<file path="config.mk">
export PLATFORM = sky130hd
export DESIGN_NAME = icache_tag_top
export DESIGN_NICKNAME = d
export VERILOG_FILES = /design/src/icache_pkg.sv /design/src/tag_ram.sv /design/src/icache_tag_way.sv /design/src/icache_lookup_ctrl.sv /design/src/icache_hit_resolve.sv /design/src/icache_tag_top.sv
export VERILOG_INCLUDE_DIRS = /design/src
export SDC_FILE = /design/constraint.sdc
export NUM_CORES = 1
export LEC_CHECK = 0
export ABC_CLOCK_PERIOD_IN_PS = 3600
export BUFFER_PORTS_ARGS = -buffer_cell sky130_fd_sc_hd__clkbuf_2
export CORE_MARGIN = 5
export CORE_UTILIZATION = 25
export CTS_CLUSTER_DIAMETER = 120
export DETAILED_ROUTE_END_ITERATION = 7
export SYNTH_ARGS = -nofsm -noshare
export SYNTH_HDL_FRONTEND = slang
export SYNTH_SLANG_ARGS = --single-unit
</file>
<file path="constraint.sdc">
create_clock -name clk -period 3.6 [get_ports clk]
set_clock_uncertainty 0.2 [all_clocks]
set_input_delay 0.36 -clock clk [delete_from_list [all_inputs] [get_ports clk]]
set_output_delay 0.36 -clock clk [all_outputs]
set_load 0.1 [all_outputs]
</file>
<file path="src/icache_params.svh">
`ifndef ICACHE_PARAMS_SVH
`define ICACHE_PARAMS_SVH

// Fetch address split
`define ICACHE_ADDR_W   32
`define ICACHE_OFFSET_W 4
`define ICACHE_INDEX_W  4
`define ICACHE_TAG_W    (`ICACHE_ADDR_W - `ICACHE_INDEX_W - `ICACHE_OFFSET_W)

// Number of sets follows from the index width
`define ICACHE_SETS     (1 << `ICACHE_INDEX_W)

// Associativity, 2 or 4
`define ICACHE_WAYS     2

// Way number needs at least one bit even for a single way
`define ICACHE_WAY_W    ((`ICACHE_WAYS > 2) ? $clog2(`ICACHE_WAYS) : 1)

`endif

</file>
<file path="src/icache_pkg.sv">
`include "icache_params.svh"

package icache_pkg;

    typedef logic [`ICACHE_TAG_W-1:0]   tag_t;
    typedef logic [`ICACHE_INDEX_W-1:0] set_idx_t;
    typedef logic [`ICACHE_WAY_W-1:0]   way_idx_t;
    typedef logic [`ICACHE_WAYS-1:0]    way_vec_t;

    typedef enum logic [1:0] {
        MAINT_FILL  = 2'd0,
        MAINT_INVAL = 2'd1,
        MAINT_FLUSH = 2'd2
    } maint_op_t;

    typedef struct packed {
        logic [`ICACHE_ADDR_W-1:0] addr;
    } lookup_req_t;

    typedef struct packed {
        maint_op_t op;
        way_idx_t  way;
        set_idx_t  index;
        tag_t      tag;
    } maint_cmd_t;

    // Broadcast to every way
    typedef struct packed {
        set_idx_t rd_index;
        set_idx_t cmp_index;
        tag_t     cmp_tag;
        set_idx_t wr_index;
        tag_t     wr_tag;
        way_vec_t we;
        way_vec_t inval;
        logic     flush;
    } way_ctrl_t;

    typedef struct packed {
        logic match;
        logic valid;
    } way_probe_t;

    typedef struct packed {
        logic     hit;
        way_idx_t hit_way;
        way_idx_t victim;
        set_idx_t index;
    } lookup_resp_t;

endpackage

</file>
<file path="src/tag_ram.sv">
`include "icache_params.svh"

module tag_ram (
    input  logic                       clk,
    input  logic [`ICACHE_INDEX_W-1:0] waddr,
    input  logic [`ICACHE_INDEX_W-1:0] raddr,
    input  logic                       we,
    input  logic [`ICACHE_TAG_W-1:0]   din,
    output logic [`ICACHE_TAG_W-1:0]   dout
);

    logic [`ICACHE_TAG_W-1:0] mem [`ICACHE_SETS];

    // Write port
    always_ff @(posedge clk) begin
        if (we) begin
            mem[waddr] <= din;
        end
    end

    // Registered read, returns the old word on a same-address write
    always_ff @(posedge clk) begin
        dout <= mem[raddr];
    end

endmodule

</file>
<file path="src/icache_tag_way.sv">
`include "icache_params.svh"

module icache_tag_way
    import icache_pkg::*;
#(
    parameter int WAY_ID = 0
) (
    input  logic       clk,
    input  logic       reset,
    input  way_ctrl_t  ctrl,
    output way_probe_t probe
);

    logic                    way_we;
    logic                    way_inval;
    logic                    ram_we;
    tag_t                    ram_din;
    tag_t                    ram_dout;
    logic                    same_set;
    logic [`ICACHE_SETS-1:0] valid_bits;
    logic                    rd_valid;
    logic                    fwd_q;
    tag_t                    fwd_tag;
    tag_t                    rd_tag;

    // Pick this way's bits out of the broadcast vectors
    assign way_we    = ctrl.we[WAY_ID];
    assign way_inval = ctrl.inval[WAY_ID];

    // Invalidate also zeroes the stored tag
    assign ram_we   = way_we || way_inval;
    assign ram_din  = way_inval ? '0 : ctrl.wr_tag;
    assign same_set = (ctrl.wr_index == ctrl.rd_index);

    tag_ram u_tag_ram (
        .clk   (clk),
        .waddr (ctrl.wr_index),
        .raddr (ctrl.rd_index),
        .we    (ram_we),
        .din   (ram_din),
        .dout  (ram_dout)
    );

    ////////////////////////////////////////////////////////////////////////////
    // Valid bits
    ////////////////////////////////////////////////////////////////////////////

    always_ff @(posedge clk) begin
        if (reset || ctrl.flush) begin
            valid_bits <= '0;
        end else if (way_inval) begin
            valid_bits[ctrl.wr_index] <= 1'b0;
        end else if (way_we) begin
            valid_bits[ctrl.wr_index] <= 1'b1;
        end
    end

    // Valid for the set being read, with same-cycle updates forwarded
    always_ff @(posedge clk) begin
        if (reset || ctrl.flush) begin
            rd_valid <= 1'b0;
        end else if (same_set && way_inval) begin
            rd_valid <= 1'b0;
        end else if (same_set && way_we) begin
            rd_valid <= 1'b1;
        end else begin
            rd_valid <= valid_bits[ctrl.rd_index];
        end
    end

    ////////////////////////////////////////////////////////////////////////////
    // Tag forwarding and compare
    ////////////////////////////////////////////////////////////////////////////

    always_ff @(posedge clk) begin
        if (reset) begin
            fwd_q <= 1'b0;
        end else begin
            fwd_q <= ram_we && same_set;
        end
    end

    always_ff @(posedge clk) begin
        fwd_tag <= ram_din;
    end

    assign rd_tag      = fwd_q ? fwd_tag : ram_dout;
    assign probe.match = (rd_tag == ctrl.cmp_tag);
    assign probe.valid = rd_valid;

endmodule

</file>
<file path="src/icache_lookup_ctrl.sv">
`include "icache_params.svh"

module icache_lookup_ctrl
    import icache_pkg::*;
(
    input  logic        clk,
    input  logic        reset,

    input  logic        req_valid,
    output logic        req_ready,
    input  lookup_req_t req,

    input  logic        maint_valid,
    input  maint_cmd_t  maint,

    input  logic        stall,
    output way_ctrl_t   ctrl,
    output logic        stage_valid
);

    tag_t     req_tag;
    set_idx_t req_index;
    tag_t     cmp_tag_q;
    set_idx_t index_q;
    logic     stage_valid_q;
    logic     req_fire;

    // Address split: tag | index | offset
    assign req_tag   = req.addr[`ICACHE_ADDR_W-1 -: `ICACHE_TAG_W];
    assign req_index = req.addr[`ICACHE_OFFSET_W +: `ICACHE_INDEX_W];

    // Only a full response register blocks new lookups
    assign req_ready = !stall;
    assign req_fire  = req_valid && req_ready;

    ////////////////////////////////////////////////////////////////////////////
    // Stage one
    ////////////////////////////////////////////////////////////////////////////

    always_ff @(posedge clk) begin
        if (reset) begin
            stage_valid_q <= 1'b0;
        end else if (!stall) begin
            stage_valid_q <= req_valid;
        end
    end

    always_ff @(posedge clk) begin
        if (req_fire) begin
            cmp_tag_q <= req_tag;
            index_q   <= req_index;
        end
    end

    assign stage_valid = stage_valid_q;

    ////////////////////////////////////////////////////////////////////////////
    // Way control
    ////////////////////////////////////////////////////////////////////////////

    always_comb begin
        // Re-read the held set while stalled so the RAM output stays put
        ctrl.rd_index  = stall ? index_q : req_index;
        ctrl.cmp_index = index_q;
        ctrl.cmp_tag   = cmp_tag_q;
        ctrl.wr_index  = maint.index;
        ctrl.wr_tag    = maint.tag;
        ctrl.we        = '0;
        ctrl.inval     = '0;
        ctrl.flush     = 1'b0;

        if (maint_valid) begin
            case (maint.op)
                MAINT_FILL:  ctrl.we[maint.way]    = 1'b1;
                MAINT_INVAL: ctrl.inval[maint.way] = 1'b1;
                MAINT_FLUSH: ctrl.flush            = 1'b1;
                default: ;
            endcase
        end
    end

endmodule

</file>
<file path="src/icache_hit_resolve.sv">
`include "icache_params.svh"

module icache_hit_resolve
    import icache_pkg::*;
(
    input  logic         clk,
    input  logic         reset,

    input  logic         stage_valid,
    input  way_probe_t   probes [`ICACHE_WAYS],
    input  set_idx_t     index,

    output logic         resp_valid,
    input  logic         resp_ready,
    output lookup_resp_t resp,

    output logic         stall
);

    way_idx_t mru [`ICACHE_SETS];
    way_idx_t mru_cur;
    way_idx_t mru_next;
    logic     hit;
    way_idx_t hit_way;
    logic     has_invalid;
    way_idx_t invalid_way;
    way_idx_t victim;
    logic     load;

    assign stall = resp_valid && !resp_ready;
    assign load  = stage_valid && !stall;

    ////////////////////////////////////////////////////////////////////////////
    // Hit and victim selection
    ////////////////////////////////////////////////////////////////////////////

    // Walk downward so the lowest qualifying way wins
    always_comb begin
        hit         = 1'b0;
        hit_way     = '0;
        has_invalid = 1'b0;
        invalid_way = '0;
        for (int w = `ICACHE_WAYS - 1; w >= 0; w--) begin
            if (probes[w].valid && probes[w].match) begin
                hit     = 1'b1;
                hit_way = way_idx_t'(w);
            end
            if (!probes[w].valid) begin
                has_invalid = 1'b1;
                invalid_way = way_idx_t'(w);
            end
        end
    end

    // Way after the MRU one, wrapping
    assign mru_cur  = mru[index];
    assign mru_next = (mru_cur == way_idx_t'(`ICACHE_WAYS - 1)) ? '0 : mru_cur + 1'b1;
    assign victim   = has_invalid ? invalid_way : mru_next;

    ////////////////////////////////////////////////////////////////////////////
    // Replacement state
    ////////////////////////////////////////////////////////////////////////////

    always_ff @(posedge clk) begin
        if (reset) begin
            for (int s = 0; s < `ICACHE_SETS; s++) begin
                mru[s] <= '0;
            end
        end else if (load && hit) begin
            mru[index] <= hit_way;
        end
    end

    ////////////////////////////////////////////////////////////////////////////
    // Response register
    ////////////////////////////////////////////////////////////////////////////

    always_ff @(posedge clk) begin
        if (reset) begin
            resp_valid <= 1'b0;
        end else if (!stall) begin
            resp_valid <= stage_valid;
        end
    end

    always_ff @(posedge clk) begin
        if (load) begin
            resp.hit     <= hit;
            resp.hit_way <= hit_way;
            resp.victim  <= victim;
            resp.index   <= index;
        end
    end

endmodule

</file>
<file path="src/icache_tag_top.sv">
`include "icache_params.svh"

module icache_tag_top
    import icache_pkg::*;
(
    input  logic         clk,
    input  logic         reset,

    input  logic         req_valid,
    output logic         req_ready,
    input  lookup_req_t  req,

    input  logic         maint_valid,
    input  maint_cmd_t   maint,

    output logic         resp_valid,
    input  logic         resp_ready,
    output lookup_resp_t resp
);

    way_ctrl_t  ctrl;
    way_probe_t probes [`ICACHE_WAYS];
    logic       stage_valid;
    logic       stall;

    icache_lookup_ctrl u_ctrl (
        .clk         (clk),
        .reset       (reset),
        .req_valid   (req_valid),
        .req_ready   (req_ready),
        .req         (req),
        .maint_valid (maint_valid),
        .maint       (maint),
        .stall       (stall),
        .ctrl        (ctrl),
        .stage_valid (stage_valid)
    );

    // One tag way per associativity slot
    for (genvar i = 0; i < `ICACHE_WAYS; i++) begin : g_way
        icache_tag_way #(
            .WAY_ID (i)
        ) u_way (
            .clk   (clk),
            .reset (reset),
            .ctrl  (ctrl),
            .probe (probes[i])
        );
    end

    icache_hit_resolve u_resolve (
        .clk         (clk),
        .reset       (reset),
        .stage_valid (stage_valid),
        .probes      (probes),
        .index       (ctrl.cmp_index),
        .resp_valid  (resp_valid),
        .resp_ready  (resp_ready),
        .resp        (resp),
        .stall       (stall)
    );

endmodule

</file>
; ---- Word-level counts from Yosys, hierarchy flattened
; Memories as Yosys holds them, arrays and structs flattened. A register that Yosys moved wholly into a read port is not among the register bits.
; Cells that the tools add are included.
[totals]
mem_bits_rw = 784
elab_cells = 104
out_inout_bits = 9
memories = 3
reg_bits = 121
[op_classes]
n_eq_ne = 5
n_reduce_logical = 25
bitwise = 5
mux = 44
order_cmp = 5
n_addsub = 1
[mem_list]
columns = name, depth, width, rd, rd_ports_with_merged_regs, write_ports, line
row1 = g_way[0].u_way.u_tag_ram.mem, 16, 24, 1, 1, 1, tag_ram.sv:12  ; logic [`ICACHE_TAG_W-1:0] mem [`ICACHE_SETS];
row2 = g_way[1].u_way.u_tag_ram.mem, 16, 24, 1, 1, 1, tag_ram.sv:12
row3 = u_resolve.mru, 16, 1, 1, 1, 16, icache_hit_resolve.sv:20  ; way_idx_t mru [`ICACHE_SETS];
[ops]
columns = cell, n
row1 = 24-bit 2-to-1 mux, 4
row2 = 16-bit 2-to-1 mux, 4
row3 = 24-bit == test, 2
row4 = 16-bit AND, 2
row5 = 16-bit OR, 2
row6 = 1-bit 2-to-1 mux, 26
row7 = 16-bit inverter, 1
row8 = 1-bit logical AND, 14
row9 = 4-bit 2-to-1 mux, 3
row10 = "4-bit by 5-bit less-than comparator with 1-bit output, second input constant", 2
row11 = 1-bit binary-select mux with 4-bit select, 2
row12 = 5-bit 2-to-1 mux, 1
row13 = 1-bit demux with 4-bit select, 1
row14 = 4-bit == test, 1
row15 = "4-bit by 1-bit greater-or-equal comparator with 1-bit output, second input constant", 1
row16 = 2-bit 2-to-1 mux, 2
row17 = 2-bit nonzero test, 2
row18 = 2-bit OR reduction, 2
row19 = 1-bit logical OR, 3
row20 = "2-bit by 1-bit == test with 1-bit output, second input constant", 1
row21 = "2-bit == test, second input constant", 1
row22 = 1-bit logical NOT, 2
row23 = 2-bit logical NOT, 1
row24 = "1-bit by 2-bit less-than comparator with 1-bit output, second input constant", 1
row25 = 4 further kinds, 4

; ---- Depth between registers and ports, before layout
[logic_depth]
depth_word = 11
depth_mapped = 10
mapped_depth_nobuf = 7

; ---- Modules after synthesis
; From an unflattened synthesis, not the netlist that was laid out.
[unflattened]
cells_unflattened = 1851
area_unflattened_um2 = 36426.2
[by_module_without_submodules]
columns = module, area_each_um2, cells_per_inst, instances, seq_area_each_um2
row1 = tag_ram, 14930.6, 636, 2, 12011.5
row2 = icache_tag_way at g_way[0].u_way, 2082.0, 207, 1, 840.8
row3 = icache_tag_way at g_way[1].u_way, 2068.2, 199, 1, 840.8
row4 = icache_lookup_ctrl, 1221.2, 71, 1, 860.8
row5 = icache_hit_resolve, 1193.6, 102, 1, 710.7

; ---- Worst setup path before layout
; No wires, ideal clock.
[synth_timing]
path_kind = in2reg
from = input maint_valid
to = register (tool-made name)
path_slack_ns = -0.395
stages = 5
path_buffers = 1
arrival_time_ns = 3.543
setup_time_ns = 0.252
path_cell_list = nor2b_1 nand2b_1 clkbuf_1 nor4_1 a211oi_1
[synth_rtl]
columns = element, line
row1 = "start, declared", icache_tag_top.sv:13  ; input logic maint_valid,

==> impl_metrics.yaml <==
outcome:
  status: "finished clean"
global_routing:
  antenna_found_initial: 7
  grt_pass1_vias: 18820
  grt_use_total: 0.1175
  gr-total-overflow: 0
  grt_pass1_wl_um: 132400
  grt_start_max_net_pins: 73
sta:
  drv_slew: 0
  timing.final.crit_share: 0.9133
  hold_ws_ns: 0.02644
  rsz0062_at_grt: "false"
  fmax_mhz: 304.1
  hold_viol: 0
  worst_pin_slew_ns: 1.208
  setup_viol: 0
  relSlewSlack: 0.1930
  fin_crit_ns: 3.288
detailed_routing:
  drcViolationCount: 0
  num_vias: 18800
  drt_iter0_markers: 1868
  first_pass_iters: 7
  wire_per_inst_um: 22.32
  routed_wirelength_um: 91640
  antenna_violating_nets_post_route: 0
  via_per_inst: 4.578
logic_synthesis:
  synth_cells: 1928
  synth_seq_cells: 957
  synth-seq-area-share: 0.7454
  syn_nets: 1996
  syn_area_mm2: 0.03670
  synth-main-ff-cell: "edfxtp_1"
  avgSynthCellArea_um2: 19.03
  ys_types: 47
  async_reset_ff_frac: 0
  synth_edf_count: 819
  yosysWarningCount: 0
placed_design:
  port_buffers: 72
  post-dp-hpwl_um: 53440
  place_congestion: 0.8476
  dp_cells: 3892
  place_area_mm2: 0.04012
cts:
  cts_tree: "done"
  cts_made_buffers: 91
  cts_max_path_buffers: 3
  clk_latency_ns: 0.68
  cts_sinks: 957
  post_cts_buffers: 0
  cts_repair_resize_count: 0
  root_buffer: "clkbuf_16"
  h-tree-depth: 3
  clk_pin_slew_worst_paths_ns: 0.07
cells_and_area:
  fin_cells: 4106
  areaGrowthSynthToFinish_pct: 18.35
  fin_area_mm2: 0.04343
  nets: 2175
  fin_util: 0.2980
  layout-drive-gt1-share: 0.2566
critical_path:
  r2r_setup_slack_ns: 0.31
  rr_endpoint: "u_resolve.mru[9]"
  rr_worst_depth: 7
  rr_startpoint: "g_way[1].u_way.fwd_q"
  worstSetupEndpointType: "flip-flop"
  cp_num_buf_inv: 1
  required_ns: 3.85
  worstPathMaxFanout: 19
  path_delay_family: "simple AND/OR/NAND/NOR gates"
  arrival_ns: 3.53
  critPathMaxStageDelay_ns: 0.56
  critPathLaunchType: "flip-flop"
  critPathSlowestCell: "or4_4"
  crit_type: "reg2reg"
  worstPathCellList: "buf_12, mux2i_1, xnor2_1, or4_4, nor4_4, o2111ai_4, nor4_1"
floorplan:
  core_area_mm2: 0.1457
  die_w_um: 393.1
  initial_utilization: 0.2518
  rows: 140
  io_pins: 77
  die_area_mm2: 0.1546
  die_h_um: 393.1
power:
  peakVddDrop_mv: 0.3567
  power-per-cell-area_mw_per_mm2: 536.7
  p_leak_uw: 0.01334
  fin_total_pwr_uw: 23310
worst_hold_path:
  hold_depth: 2
  holdPathEnd: "g_way[0].u_way.fwd_tag[7]"
  worstHoldPathType: "in2reg"
  hp-start: "maint[7]"
job:
  max_cap_violations: 0
-- worst max path at each step --
stage / startpoint / endpoint / slack (ns) / cells after the start
after floorplan: maint_valid / flip-flop / -0.40 / 5
after global placement: resp_ready / g_way[0].u_way.u_tag_ram.dout[12] / 0.41 / 10
after detailed placement: resp_ready / g_way[0].u_way.u_tag_ram.dout[12] / 0.40 / 10
after CTS: g_way[1].u_way.fwd_q / u_resolve.mru[6] / 0.38 / 7
after global routing: g_way[1].u_way.fwd_q / u_resolve.mru[9] / 0.10 / 7
final: g_way[1].u_way.fwd_q / u_resolve.mru[9] / 0.31 / 7
-- flip-flops by register name, indices dropped and copies added (netlist names), 2 cells and up, named ones only --
signal                      cells
g_way.u_way.fwd_q               2
g_way.u_way.fwd_tag            48
g_way.u_way.rd_valid            2
g_way.u_way.u_tag_ram.dout     48
g_way.u_way.u_tag_ram.mem     768
u_ctrl.cmp_tag_q               24
u_ctrl.index_q                  4
u_resolve.mru                  16
u_resolve.resp                  7
-- routing by layer --
metal / vias up / wire length, um / GRT usage
met5: - / 9 / 0
met4: 2 / 1328 / 0.02261
met3: 99 / 9074 / 0.03803
met2: 687 / 39130 / 0.1675
met1: 9906 / 42100 / 0.1754
li1: 8105 / - / -
-- report_power, final --
group / internal [uW] / switching, uW / leakage, uW / total [uW]
clock: 5180 / 4140 / 0.00139 / 9330
sequential: 12300 / 118 / 0.00845 / 12400
combinational: 636 / 967 / 0.00350 / 1600
total: 18100 / 5230 / 0.0133 / 23300
-- what timing repair did --
action / 4_1_cts / 5_1_grt
hold buffers: 39 / 0
endpoints found under the setup margin: 0 / 0
hold endpoints to repair: 48 / 0
-- stage by stage --
step	setup WS, ns	setup TNS [ns]
6_report	0.3119	0
3_3_place_gp	0.4149	0
2_1_floorplan	-0.3952	-19.39
5_1_grt	0.1020	0
4_1_cts	0.3777	0
3_5_place_dp	0.4031	0
-- kinds of logic after synthesis --
logic type | synth area share
buf+inv | 0.01439
mux | 0.1431
simple gates | 0.05322
compound gates | 0.03144
flops | 0.7454
xor+xnor | 0.01241
-- cell type report --
type	count	area, um2
Sequential cell	957	27360
Inverter	6	22.52
Antenna cell	3	7.507
Timing Repair Buffer	195	1657
Clock inverter	28	342.8
Clock buffer	144	2569
Fill cell	14290	102300
Multi-Input combinational cell	856	9074
Tap cell	1917	2399
-- worst reg2reg max path: stages, from the launching register on --
cell	delay [ns]
dfxtp_2	0.46
buf_12	0.22
mux2i_1	0.26
xnor2_1	0.16
or4_4	0.56
nor4_4	0.35
o2111ai_4	0.44
nor4_1	0.40
-- synthesized netlist by cell type (2+ instances only) --
library cell / count / area (um2)
a211oi_1: 67 / 503.0
a21oi_1: 12 / 60.06
a22oi_1: 2 / 15.01
a31o_2: 15 / 131.4
a31oi_1: 49 / 306.5
a41o_1: 4 / 40.04
and2_0: 3 / 18.77
and2_1: 71 / 444.2
and3_1: 3 / 18.77
buf_1: 10 / 37.54
buf_2: 17 / 85.08
buf_4: 11 / 82.58
buf_6: 3 / 33.78
clkbuf_1: 67 / 251.5
dfxtp_1: 138 / 2763
edfxtp_1: 819 / 24590
inv_1: 6 / 22.52
mux2_2: 8 / 90.09
mux2i_1: 53 / 530.5
mux4_2: 205 / 4617
nand2_1: 116 / 435.4
nand2b_1: 16 / 100.1
nand3_1: 6 / 30.03
nand3b_1: 2 / 15.01
nand4_1: 6 / 37.54
nor2_1: 65 / 244.0
nor2b_1: 31 / 193.9
nor3_1: 15 / 75.07
nor3_2: 4 / 40.04
nor4_1: 20 / 125.1
nor4_2: 6 / 75.07
nor4b_1: 2 / 17.52
o21ai_0: 8 / 40.04
or2_2: 2 / 12.51
or3_1: 3 / 18.77
or4_4: 2 / 22.52
xnor2_1: 50 / 437.9
xor2_1: 2 / 17.52
-- cell usage in the layout, fill, tap and decap left out, types with 16 or more instances in the layout --
master         count
edfxtp_1         819
mux4_2           205
dfxtp_1          135
nand2_1          116
clkbuf_16         93
clkbuf_2          72
and2_1            71
a211oi_1          67
buf_4             62
mux2i_1           50
xnor2_1           50
a31oi_1           49
clkbuf_1          46
nor2_1            44
dlygate4sd3_1     39
nor2b_1           31
buf_12            22
nor2_4            20
nor4_1            18
nand2b_1          16
Power figures use the tool's default switching activity.
